### config.mk
export PLATFORM = sky130hd
export DESIGN_NAME = soc_periph_top
export DESIGN_NICKNAME = d
export VERILOG_FILES = /design/src/soc_periph_pkg.sv /design/src/apb_gpio.sv /design/src/apb_periph_decode.sv /design/src/apb_timer.sv /design/src/event_fifo.sv /design/src/soc_event_gen.sv /design/src/soc_periph_top.sv
export SDC_FILE = /design/constraint.sdc
export NUM_CORES = 1
export LEC_CHECK = 0
export BUFFER_PORTS_ARGS = -buffer_cell sky130_fd_sc_hd__buf_2
export CAP_MARGIN = 20
export CORE_MARGIN = 3
export CORE_UTILIZATION = 31
export DETAILED_ROUTE_END_ITERATION = 6
export PLACE_DENSITY = 0.53
export SKIP_LAST_GASP = 1
export SYNTH_ARGS = -nofsm -noshare
export SYNTH_HDL_FRONTEND = slang
export SYNTH_SLANG_ARGS = --single-unit
### constraint.sdc
create_clock -name clk_i -period 3.8 [get_ports clk_i]
set_clock_uncertainty 0.1 [all_clocks]
set_input_delay 0.38 -clock clk_i [delete_from_list [all_inputs] [get_ports clk_i]]
set_output_delay 0.38 -clock clk_i [all_outputs]
set_load 0.005 [all_outputs]
### src/soc_periph_pkg.sv
//////////////////////////////
// shared widths, address map, event ids and bus structs
// apb has no wait states, pready is always high
// event fifo depth must be a power of two
//////////////////////////////

package soc_periph_pkg;

  // bus and peripheral sizes
  localparam int APB_ADDR_W     = 32;
  localparam int APB_DATA_W     = 32;
  localparam int N_GPIO         = 16;
  localparam int EVNT_W         = 8;
  localparam int EVT_FIFO_DEPTH = 4;
  localparam int EVT_PTR_W      = $clog2(EVT_FIFO_DEPTH);
  localparam int N_EVT_ID       = 32;
  localparam int N_SW_EVT       = 8;

  //////////////////////////////
  // address map
  //////////////////////////////
  // paddr[13:12] picks the slave, code 3 unmapped
  localparam int         SLV_SEL_LSB = 12;
  localparam logic [1:0] SLV_GPIO    = 2'd0;
  localparam logic [1:0] SLV_TIMER   = 2'd1;
  localparam logic [1:0] SLV_EVT     = 2'd2;

  // word offset inside a slave, paddr[5:2]
  localparam int         REG_OFS_LSB = 2;

  localparam logic [3:0] GPIO_DIR    = 4'd0;
  localparam logic [3:0] GPIO_OUT    = 4'd1;
  localparam logic [3:0] GPIO_IN     = 4'd2;
  localparam logic [3:0] GPIO_INT_EN = 4'd3;

  localparam logic [3:0] TMR_CFG     = 4'd0;
  localparam logic [3:0] TMR_CNT     = 4'd1;
  localparam logic [3:0] TMR_CMP     = 4'd2;

  localparam logic [3:0] EVT_FC_MASK = 4'd0;
  localparam logic [3:0] EVT_CL_MASK = 4'd1;
  localparam logic [3:0] EVT_SW_TRIG = 4'd2;
  localparam logic [3:0] EVT_ERR     = 4'd3;

  // event id map
  localparam int EVT_ID_SW_BASE   = 0;
  localparam int EVT_ID_GPIO_BASE = 8;
  localparam int EVT_ID_TIMER     = 24;

  //////////////////////////////
  // types
  //////////////////////////////
  typedef logic [APB_DATA_W-1:0] apb_data_t;
  typedef logic [N_GPIO-1:0]     gpio_t;
  typedef logic [EVNT_W-1:0]     evt_id_t;
  typedef logic [N_EVT_ID-1:0]   evt_vec_t;

  typedef struct packed {
    logic [APB_ADDR_W-1:0] paddr;
    apb_data_t             pwdata;
    logic                  pwrite;
    logic                  psel;
    logic                  penable;
  } apb_req_t;

  typedef struct packed {
    apb_data_t prdata;
    logic      pready;
    logic      pslverr;
  } apb_rsp_t;

  typedef struct packed {
    logic    valid;
    evt_id_t id;
  } evt_msg_t;

endpackage

### src/apb_gpio.sv
//////////////////////////////
// gpio with two-flop input sync
// rising-edge events, one cycle per pulse
// GPIO_IN is read only, writes to it are ignored
//////////////////////////////

`timescale 1ns/100ps

module apb_gpio (
  input  logic                     clk_i,
  input  logic                     rst_n_i,
  input  soc_periph_pkg::apb_req_t apb_req_i,
  output soc_periph_pkg::apb_rsp_t apb_rsp_o,
  input  soc_periph_pkg::gpio_t    gpio_in_i,
  output soc_periph_pkg::gpio_t    gpio_out_o,
  output soc_periph_pkg::gpio_t    gpio_oe_o,
  output soc_periph_pkg::gpio_t    gpio_evt_o
);

  logic [3:0]            reg_ofs;
  logic                  wr_en;
  soc_periph_pkg::gpio_t dir_q;
  soc_periph_pkg::gpio_t out_q;
  soc_periph_pkg::gpio_t int_en_q;
  soc_periph_pkg::gpio_t sync1_q;
  soc_periph_pkg::gpio_t sync2_q;
  soc_periph_pkg::gpio_t prev_q;
  soc_periph_pkg::gpio_t evt_q;

  assign reg_ofs = apb_req_i.paddr[soc_periph_pkg::REG_OFS_LSB +: 4];

  // access phase, errored offsets never write
  assign wr_en = apb_req_i.psel & apb_req_i.penable & apb_req_i.pwrite & ~apb_rsp_o.pslverr;

  //////////////////////////////
  // register file
  //////////////////////////////
  always_ff @(posedge clk_i) begin
    if (!rst_n_i) begin
      dir_q    <= '0;
      out_q    <= '0;
      int_en_q <= '0;
    end else if (wr_en) begin
      case (reg_ofs)
        soc_periph_pkg::GPIO_DIR:    dir_q    <= apb_req_i.pwdata[soc_periph_pkg::N_GPIO-1:0];
        soc_periph_pkg::GPIO_OUT:    out_q    <= apb_req_i.pwdata[soc_periph_pkg::N_GPIO-1:0];
        soc_periph_pkg::GPIO_INT_EN: int_en_q <= apb_req_i.pwdata[soc_periph_pkg::N_GPIO-1:0];
        default: ;
      endcase
    end
  end

  // read mux, zero extended
  always_comb begin
    apb_rsp_o.prdata  = '0;
    apb_rsp_o.pready  = 1'b1;
    apb_rsp_o.pslverr = 1'b0;
    case (reg_ofs)
      soc_periph_pkg::GPIO_DIR:    apb_rsp_o.prdata = soc_periph_pkg::apb_data_t'(dir_q);
      soc_periph_pkg::GPIO_OUT:    apb_rsp_o.prdata = soc_periph_pkg::apb_data_t'(out_q);
      soc_periph_pkg::GPIO_IN:     apb_rsp_o.prdata = soc_periph_pkg::apb_data_t'(sync2_q);
      soc_periph_pkg::GPIO_INT_EN: apb_rsp_o.prdata = soc_periph_pkg::apb_data_t'(int_en_q);
      default:                     apb_rsp_o.pslverr = 1'b1;
    endcase
  end

  //////////////////////////////
  // pad sync and edge events
  //////////////////////////////
  // prev_q cleared too, so no edge fires out of reset
  always_ff @(posedge clk_i) begin
    if (!rst_n_i) begin
      sync1_q <= '0;
      sync2_q <= '0;
      prev_q  <= '0;
      evt_q   <= '0;
    end else begin
      sync1_q <= gpio_in_i;
      sync2_q <= sync1_q;
      prev_q  <= sync2_q;
      // pulse lands one cycle after the synced edge
      evt_q   <= sync2_q & ~prev_q & int_en_q;
    end
  end

  assign gpio_out_o = out_q;
  assign gpio_oe_o  = dir_q;
  assign gpio_evt_o = evt_q;

endmodule

### src/apb_periph_decode.sv
//////////////////////////////
// apb slave select, purely combinational
// slave code 3 answers with pslverr
//////////////////////////////

`timescale 1ns/100ps

module apb_periph_decode (
  input  soc_periph_pkg::apb_req_t apb_req_i,
  output soc_periph_pkg::apb_req_t gpio_req_o,
  output soc_periph_pkg::apb_req_t tmr_req_o,
  output soc_periph_pkg::apb_req_t evt_req_o,
  input  soc_periph_pkg::apb_rsp_t gpio_rsp_i,
  input  soc_periph_pkg::apb_rsp_t tmr_rsp_i,
  input  soc_periph_pkg::apb_rsp_t evt_rsp_i,
  output soc_periph_pkg::apb_rsp_t apb_rsp_o
);

  logic [1:0] slv_sel;

  assign slv_sel = apb_req_i.paddr[soc_periph_pkg::SLV_SEL_LSB +: 2];

  // fan out, only the addressed slave keeps psel
  always_comb begin
    gpio_req_o      = apb_req_i;
    tmr_req_o       = apb_req_i;
    evt_req_o       = apb_req_i;
    gpio_req_o.psel = apb_req_i.psel & (slv_sel == soc_periph_pkg::SLV_GPIO);
    tmr_req_o.psel  = apb_req_i.psel & (slv_sel == soc_periph_pkg::SLV_TIMER);
    evt_req_o.psel  = apb_req_i.psel & (slv_sel == soc_periph_pkg::SLV_EVT);
  end

  // response mux back to the master
  always_comb begin
    case (slv_sel)
      soc_periph_pkg::SLV_GPIO:  apb_rsp_o = gpio_rsp_i;
      soc_periph_pkg::SLV_TIMER: apb_rsp_o = tmr_rsp_i;
      soc_periph_pkg::SLV_EVT:   apb_rsp_o = evt_rsp_i;
      default: begin
        // unmapped hole, no slave behind it
        apb_rsp_o.prdata  = '0;
        apb_rsp_o.pready  = 1'b1;
        apb_rsp_o.pslverr = 1'b1;
      end
    endcase
  end

endmodule

### src/apb_timer.sv
//////////////////////////////
// counts rising edges of slow_clk_i
// slow clock must stay well below clk_i/2
// a TMR_CNT write wins over a same-cycle increment
//////////////////////////////

`timescale 1ns/100ps

module apb_timer (
  input  logic                     clk_i,
  input  logic                     rst_n_i,
  input  logic                     slow_clk_i,
  input  soc_periph_pkg::apb_req_t apb_req_i,
  output soc_periph_pkg::apb_rsp_t apb_rsp_o,
  output logic                     tmr_evt_o
);

  logic [3:0]                reg_ofs;
  logic                      wr_en;
  logic [2:0]                slow_q;
  logic                      slow_rise;
  logic                      cnt_inc;
  logic                      cfg_en_q;
  soc_periph_pkg::apb_data_t cnt_q;
  soc_periph_pkg::apb_data_t cmp_q;
  logic                      evt_q;

  assign reg_ofs = apb_req_i.paddr[soc_periph_pkg::REG_OFS_LSB +: 4];
  assign wr_en   = apb_req_i.psel & apb_req_i.penable & apb_req_i.pwrite & ~apb_rsp_o.pslverr;

  // two sync flops plus one for edge detect
  always_ff @(posedge clk_i) begin
    if (!rst_n_i) begin
      slow_q <= '0;
    end else begin
      slow_q <= {slow_q[1:0], slow_clk_i};
    end
  end

  assign slow_rise = slow_q[1] & ~slow_q[2];
  assign cnt_inc   = cfg_en_q & slow_rise;

  //////////////////////////////
  // counter and compare
  //////////////////////////////
  always_ff @(posedge clk_i) begin
    if (!rst_n_i) begin
      cfg_en_q <= 1'b0;
      cnt_q    <= '0;
      cmp_q    <= '0;
      evt_q    <= 1'b0;
    end else begin
      evt_q <= cnt_inc & (cnt_q == cmp_q);
      if (wr_en && reg_ofs == soc_periph_pkg::TMR_CFG) cfg_en_q <= apb_req_i.pwdata[0];
      if (wr_en && reg_ofs == soc_periph_pkg::TMR_CMP) cmp_q <= apb_req_i.pwdata;
      if (wr_en && reg_ofs == soc_periph_pkg::TMR_CNT) begin
        cnt_q <= apb_req_i.pwdata;
      end else if (cnt_inc) begin
        // wrap on match
        cnt_q <= (cnt_q == cmp_q) ? '0 : cnt_q + 1'b1;
      end
    end
  end

  always_comb begin
    apb_rsp_o.prdata  = '0;
    apb_rsp_o.pready  = 1'b1;
    apb_rsp_o.pslverr = 1'b0;
    case (reg_ofs)
      soc_periph_pkg::TMR_CFG: apb_rsp_o.prdata = soc_periph_pkg::apb_data_t'(cfg_en_q);
      soc_periph_pkg::TMR_CNT: apb_rsp_o.prdata = cnt_q;
      soc_periph_pkg::TMR_CMP: apb_rsp_o.prdata = cmp_q;
      default:                 apb_rsp_o.pslverr = 1'b1;
    endcase
  end

  assign tmr_evt_o = evt_q;

endmodule

### src/event_fifo.sv
//////////////////////////////
// small id queue, head shown as valid/ready
// caller must not push while full_o is high
//////////////////////////////

`timescale 1ns/100ps

module event_fifo (
  input  logic                     clk_i,
  input  logic                     rst_n_i,
  input  logic                     push_i,
  input  soc_periph_pkg::evt_id_t  push_id_i,
  output logic                     full_o,
  output soc_periph_pkg::evt_msg_t evt_o,
  input  logic                     ready_i
);

  soc_periph_pkg::evt_id_t                mem_q [soc_periph_pkg::EVT_FIFO_DEPTH];
  logic [soc_periph_pkg::EVT_PTR_W-1:0]   wr_ptr_q;
  logic [soc_periph_pkg::EVT_PTR_W-1:0]   rd_ptr_q;
  logic [soc_periph_pkg::EVT_PTR_W:0]     cnt_q;
  logic                                   do_push;
  logic                                   do_pop;

  assign full_o  = cnt_q == (soc_periph_pkg::EVT_PTR_W + 1)'(soc_periph_pkg::EVT_FIFO_DEPTH);
  assign do_push = push_i & ~full_o;
  assign do_pop  = evt_o.valid & ready_i;

  // head of queue
  assign evt_o.valid = cnt_q != '0;
  assign evt_o.id    = mem_q[rd_ptr_q];

  // storage
  always_ff @(posedge clk_i) begin
    if (do_push) mem_q[wr_ptr_q] <= push_id_i;
  end

  // pointers wrap on their own, depth is a power of two
  always_ff @(posedge clk_i) begin
    if (!rst_n_i) begin
      wr_ptr_q <= '0;
      rd_ptr_q <= '0;
      cnt_q    <= '0;
    end else begin
      if (do_push) wr_ptr_q <= wr_ptr_q + 1'b1;
      if (do_pop) rd_ptr_q <= rd_ptr_q + 1'b1;
      // push and pop together leave the count alone
      case ({do_push, do_pop})
        2'b10:   cnt_q <= cnt_q + 1'b1;
        2'b01:   cnt_q <= cnt_q - 1'b1;
        default: cnt_q <= cnt_q;
      endcase
    end
  end

endmodule

### src/soc_event_gen.sv
//////////////////////////////
// routes events by mask to fc and cluster
// index 0 is fc, index 1 is cluster
// lowest pending id goes first
//////////////////////////////

`timescale 1ns/100ps

module soc_event_gen (
  input  logic                     clk_i,
  input  logic                     rst_n_i,
  input  soc_periph_pkg::apb_req_t apb_req_i,
  output soc_periph_pkg::apb_rsp_t apb_rsp_o,
  input  soc_periph_pkg::gpio_t    gpio_evt_i,
  input  logic                     tmr_evt_i,
  output soc_periph_pkg::evt_msg_t fc_event_o,
  output soc_periph_pkg::evt_msg_t cl_event_o,
  input  logic                     fc_event_ready_i,
  input  logic                     cl_event_ready_i
);

  logic [3:0]                            reg_ofs;
  logic                                  wr_en;
  logic [soc_periph_pkg::N_SW_EVT-1:0]   sw_trig;
  logic [1:0]                            err_clr;
  soc_periph_pkg::evt_vec_t              raise;
  soc_periph_pkg::evt_vec_t [1:0]        mask_q;
  soc_periph_pkg::evt_vec_t [1:0]        pend_q;
  soc_periph_pkg::evt_vec_t [1:0]        pend_d;
  logic [1:0]                            ovf;
  logic [1:0]                            err_q;
  logic [1:0]                            dst_ready;
  soc_periph_pkg::evt_msg_t [1:0]        dst_evt;

  assign reg_ofs = apb_req_i.paddr[soc_periph_pkg::REG_OFS_LSB +: 4];
  assign wr_en   = apb_req_i.psel & apb_req_i.penable & apb_req_i.pwrite & ~apb_rsp_o.pslverr;

  // sw trigger is a one-cycle strobe off the write
  assign sw_trig = (wr_en && reg_ofs == soc_periph_pkg::EVT_SW_TRIG) ?
                   apb_req_i.pwdata[soc_periph_pkg::N_SW_EVT-1:0] : '0;
  assign err_clr = (wr_en && reg_ofs == soc_periph_pkg::EVT_ERR) ? apb_req_i.pwdata[1:0] : 2'b00;

  // event vector by id map
  always_comb begin
    raise = '0;
    raise[soc_periph_pkg::EVT_ID_SW_BASE +: soc_periph_pkg::N_SW_EVT] = sw_trig;
    raise[soc_periph_pkg::EVT_ID_GPIO_BASE +: soc_periph_pkg::N_GPIO] = gpio_evt_i;
    raise[soc_periph_pkg::EVT_ID_TIMER] = tmr_evt_i;
  end

  assign dst_ready = {cl_event_ready_i, fc_event_ready_i};

  //////////////////////////////
  // per destination path
  //////////////////////////////
  for (genvar d = 0; d < 2; d++) begin : g_dst
    logic                     sel_vld;
    soc_periph_pkg::evt_id_t  sel_id;
    soc_periph_pkg::evt_vec_t pop_vec;
    logic                     fifo_full;
    logic                     push;

    // scan down so the lowest set bit wins
    always_comb begin
      sel_vld = 1'b0;
      sel_id  = '0;
      for (int i = soc_periph_pkg::N_EVT_ID - 1; i >= 0; i--) begin
        if (pend_q[d][i]) begin
          sel_vld = 1'b1;
          sel_id  = soc_periph_pkg::evt_id_t'(i);
        end
      end
    end

    assign push    = sel_vld & ~fifo_full;
    assign pop_vec = push ? (soc_periph_pkg::evt_vec_t'(1) << sel_id) : '0;
    // full fifo leaves bits pending, a repeat there is lost
    assign ovf[d]    = |(raise & mask_q[d] & pend_q[d] & ~pop_vec);
    assign pend_d[d] = (pend_q[d] & ~pop_vec) | (raise & mask_q[d]);

    event_fifo event_fifo_i (
      .clk_i     (clk_i),
      .rst_n_i   (rst_n_i),
      .push_i    (push),
      .push_id_i (sel_id),
      .full_o    (fifo_full),
      .evt_o     (dst_evt[d]),
      .ready_i   (dst_ready[d])
    );
  end

  always_ff @(posedge clk_i) begin
    if (!rst_n_i) begin
      mask_q <= '0;
      pend_q <= '0;
      err_q  <= 2'b00;
    end else begin
      pend_q <= pend_d;
      // new overflow beats a same-cycle clear
      err_q  <= (err_q & ~err_clr) | ovf;
      if (wr_en && reg_ofs == soc_periph_pkg::EVT_FC_MASK) mask_q[0] <= apb_req_i.pwdata;
      if (wr_en && reg_ofs == soc_periph_pkg::EVT_CL_MASK) mask_q[1] <= apb_req_i.pwdata;
    end
  end

  always_comb begin
    apb_rsp_o.prdata  = '0;
    apb_rsp_o.pready  = 1'b1;
    apb_rsp_o.pslverr = 1'b0;
    case (reg_ofs)
      soc_periph_pkg::EVT_FC_MASK: apb_rsp_o.prdata = mask_q[0];
      soc_periph_pkg::EVT_CL_MASK: apb_rsp_o.prdata = mask_q[1];
      soc_periph_pkg::EVT_SW_TRIG: apb_rsp_o.prdata = '0;
      soc_periph_pkg::EVT_ERR:     apb_rsp_o.prdata = soc_periph_pkg::apb_data_t'(err_q);
      default:                     apb_rsp_o.pslverr = 1'b1;
    endcase
  end

  assign fc_event_o = dst_evt[0];
  assign cl_event_o = dst_evt[1];

endmodule

### src/soc_periph_top.sv
//////////////////////////////
// peripheral side of the soc control domain
// single clock, slow_clk_i is sampled, not used as a clock
//////////////////////////////

`timescale 1ns/100ps

module soc_periph_top (
  input  logic                     clk_i,
  input  logic                     rst_n_i,
  input  logic                     slow_clk_i,
  input  soc_periph_pkg::apb_req_t apb_req_i,
  output soc_periph_pkg::apb_rsp_t apb_rsp_o,
  input  soc_periph_pkg::gpio_t    gpio_in_i,
  output soc_periph_pkg::gpio_t    gpio_out_o,
  output soc_periph_pkg::gpio_t    gpio_oe_o,
  output soc_periph_pkg::evt_msg_t fc_event_o,
  output soc_periph_pkg::evt_msg_t cl_event_o,
  input  logic                     fc_event_ready_i,
  input  logic                     cl_event_ready_i
);

  // per slave bus
  soc_periph_pkg::apb_req_t gpio_req;
  soc_periph_pkg::apb_req_t tmr_req;
  soc_periph_pkg::apb_req_t evt_req;
  soc_periph_pkg::apb_rsp_t gpio_rsp;
  soc_periph_pkg::apb_rsp_t tmr_rsp;
  soc_periph_pkg::apb_rsp_t evt_rsp;

  // event pulses into the generator
  soc_periph_pkg::gpio_t gpio_evt;
  logic                  tmr_evt;

  //////////////////////////////
  // apb decode
  //////////////////////////////
  apb_periph_decode apb_periph_decode_i (
    .apb_req_i  (apb_req_i),
    .gpio_req_o (gpio_req),
    .tmr_req_o  (tmr_req),
    .evt_req_o  (evt_req),
    .gpio_rsp_i (gpio_rsp),
    .tmr_rsp_i  (tmr_rsp),
    .evt_rsp_i  (evt_rsp),
    .apb_rsp_o  (apb_rsp_o)
  );

  //////////////////////////////
  // peripherals
  //////////////////////////////
  apb_gpio apb_gpio_i (
    .clk_i      (clk_i),
    .rst_n_i    (rst_n_i),
    .apb_req_i  (gpio_req),
    .apb_rsp_o  (gpio_rsp),
    .gpio_in_i  (gpio_in_i),
    .gpio_out_o (gpio_out_o),
    .gpio_oe_o  (gpio_oe_o),
    .gpio_evt_o (gpio_evt)
  );

  apb_timer apb_timer_i (
    .clk_i      (clk_i),
    .rst_n_i    (rst_n_i),
    .slow_clk_i (slow_clk_i),
    .apb_req_i  (tmr_req),
    .apb_rsp_o  (tmr_rsp),
    .tmr_evt_o  (tmr_evt)
  );

  soc_event_gen soc_event_gen_i (
    .clk_i            (clk_i),
    .rst_n_i          (rst_n_i),
    .apb_req_i        (evt_req),
    .apb_rsp_o        (evt_rsp),
    .gpio_evt_i       (gpio_evt),
    .tmr_evt_i        (tmr_evt),
    .fc_event_o       (fc_event_o),
    .cl_event_o       (cl_event_o),
    .fc_event_ready_i (fc_event_ready_i),
    .cl_event_ready_i (cl_event_ready_i)
  );

endmodule

==> out/metrics.cfg <==
[global_route]
gr-total-overflow = 0
grt_pass1_vias = 15160
antenna_found_initial = 2
grt_max_degree = 137
grt_pass1_wl_mm = 93.4
grt_usage_pct = 20.3

[synth]
synth_edf_count = 40
netlist.area_leader.share_pct = 37.5
synth_ff_type = dfxtp_1
yosysSeqAreaShare_pct = 44.4
synth_warnings = 0
ys_top_cells_by_area = dfxtp_1 38%, nand2_1 8.7%, a21boi_0 8.0%, edfxtp_1 6.8%, mux4_2 3.3%
netlist_instances = 1987
synth_top_cell_by_area = dfxtp_1
syn-mean-instance-area_um2 = 8.83
ys_async_sr_fraction_pct = 0
synth_cell_types = 84
syn_area_mm2 = 0.0176
synth-seq-cells = 369

[route]
routedWlPerCell_um = 21.3
ant_nets = 0
drt-pass1-iter-count = 7
vias = 15602
routed_via_density = 5.38
routed_wl_mm = 61.8
drtIter0Drc = 1381
drc = 0

[clock_tree]
clockBufferDepth = 3
root_buffer = clkbuf_16
cts.sinks = 369
clkLatencyLatePin_ps = 580
clk_pin_slew_ps = 60
ctsResizeCount = 0
h-tree-depth = 2
cts_tree = done
postCtsHoldBufs = 28
post-cts-setup-buffers = 0
numCtsBuffers = 44

[finish]
syn_to_final_growth_pct = 18.6
final_nets = 2222
final_area_mm2 = 0.0208
layout-drive-gt1-share_pct = 15.0

[floorplanning]
die_y_um = 244
fp.coreArea_mm2 = 0.0555
ios = 172
die_w_um = 244
num_rows = 86
initial_core_util_pct = 31.6
die_area_mm2 = 0.0595

[status]
status = finished, final reports clean

[sta]
slew_viol_final = 0
fmax_mhz = 291
period_share_pct = 90.4
finalSetupTns_ps = 0
period_needed_ps = 3430
setup_viol = 0
rsz0062_at_grt = no
finalHoldViolCount = 0
tightest_slew_ps = 1130
max_slew_margin_pct = 24.1

[pwr]
pwr-share-clk_pct = 49.7
seqPwrFrac_pct = 46.9
p_switching_mw = 1.92
p_leak_nw = 7.51
netSwitchingFraction_pct = 22.8
combPwrFrac_pct = 3.4
irDropWorstVdd_uv = 327
intPower_mw = 6.52
pwr_density_cell_mw_per_mm2 = 405

[place]
gp_congestion = 0.894
port_buffers = 138
dp_hpwl_mm = 44.5
post_dp_cell_area_mm2 = 0.0191

[worst_setup_path]
crit_required_ps = 4160
path_class = reg2reg
start_kind = register
crit_arrival_ps = 3790
crit_fanout = 5
cp-end-kind = register

[worst_hold_path]
hold_path.class = in2reg

[flow_run]
drv_cap = 0

[critical path, stage by stage, from the launching register on]
cell	delay [ps]
dfxtp_1	360
nor4_1	740
nand4_1	200
nor4_1	530
o221ai_1	220
nor3_1	290
o211a_1	200
o2111a_1	180
o211ai_1	110
o41a_1	390
[synth_stat cells, types with 38 or more instances]
cell and n:
edfxtp_1 40, dfxtp_1 329, clkbuf_1 116, and2_1 82, xor2_1 38, a21boi_0 186
nor2_1 70, a22oi_1 77, o21ai_0 69, nand3_1 56, a21oi_1 39, nand2_1 405
[kinds of logic after synthesis]
group / share of synthesized area [%]
AOI/OAI and AO/OA: 21.4
xor gates and xnor gates: 2.84
adders and majority gates: 1.01
buffers and inverters: 3.88
DFF: 44.4
muxes: 3.64
other: 0.0428
and+or+nand+nor: 22.8
[power by group through the flow]
stage / Combinational (mW) / Clock (mW) / Sequential, mW
floorplan: 0.144 / 0 / 4.04
global placement: 0.260 / 0 / 4.04
detailed placement: 0.263 / 0 / 4.04
CTS: 0.286 / 4.30 / 3.96
global route: 0.307 / 4.44 / 3.96
finish: 0.288 / 4.19 / 3.96
[routing by layer]
layer	part of all wire (%)	vias up	global-route usage, %
li1	-	7369	-
met1	45	7550	27.9
met2	45	588	32.3
met3	6.5	95	3.82
met4	2.9	0	6.39
met5	0	-	0
[path summary, 6_finish.rpt]
kind	endpoint	depth (start not counted)	slack, ps	startpoint
max reg2reg	soc_event_gen_i.err_q[0]	9	370	soc_event_gen_i.pend_q[10]
min	soc_event_gen_i.mask_q[19]	3	30	apb_req_i[22]
min reg2reg	apb_gpio_i.sync2_q[13]	1	330	apb_gpio_i.sync1_q[13]
max	soc_event_gen_i.err_q[0]	9	370	soc_event_gen_i.pend_q[10]
[cell type report]
type	count	area, um2
diodes	1	2.50
clock buffers	61	1300
clock inverters	14	146
fillers	5709	34700
inverters	36	136
multi-input cells	1455	9150
flip-flops and latches	369	7790
well taps	748	936
repair buffers	215	1370
[sequential cells by signal, indices dropped and copies added (netlist names), named ones only]
signal and count:
apb_gpio_i.gpio_evt_o 16, apb_gpio_i.gpio_oe_o 16, apb_gpio_i.gpio_out_o 16, apb_gpio_i.int_en_q 16
apb_gpio_i.prev_q 16, apb_gpio_i.sync1_q 16, apb_gpio_i.sync2_q 16, apb_timer_i.cfg_en_q 1
apb_timer_i.cmp_q 32, apb_timer_i.cnt_q 32, apb_timer_i.slow_q 3, apb_timer_i.tmr_evt_o 1
soc_event_gen_i.err_q 2, soc_event_gen_i.g_dst.event_fifo_i.cnt_q 6, soc_event_gen_i.g_dst.event_fifo_i.mem_q 40, soc_event_gen_i.g_dst.event_fifo_i.rd_ptr_q 4
soc_event_gen_i.g_dst.event_fifo_i.wr_ptr_q 4, soc_event_gen_i.mask_q 64, soc_event_gen_i.pend_q 64
[layout by cell type, fill, tap and decap left out, types with 38 or more instances in the layout]
master,count
nand2_1,405
buf_2,137
nand3_1,56
edfxtp_1,40
buf_4,47
o21ai_0,69
nor2_1,67
a22oi_1,77
clkbuf_16,45
a21boi_0,186
dfxtp_1,329
and2_1,82
xor2_1,38
a21oi_1,39
[stage by stage]
stage | instances | setup WS (ps) | util (%) | total power, mW | hold WS (ps)
final | 2899 | 365 | 37.5 | 8.44 | 33.8
after detailed placement | 2795 | 478 | 34.4 | 4.31 | 319
after CTS | 2898 | 452 | 37.5 | 8.54 | 1.20
after floorplan | 1992 | 734 | - | 4.18 | 312
after global routing | 2899 | 110 | 37.5 | 8.71 | 30.2
after global placement | 2795 | 547 | 34.4 | 4.30 | 316
No activity file was read; power rests on OpenSTA's default activity.
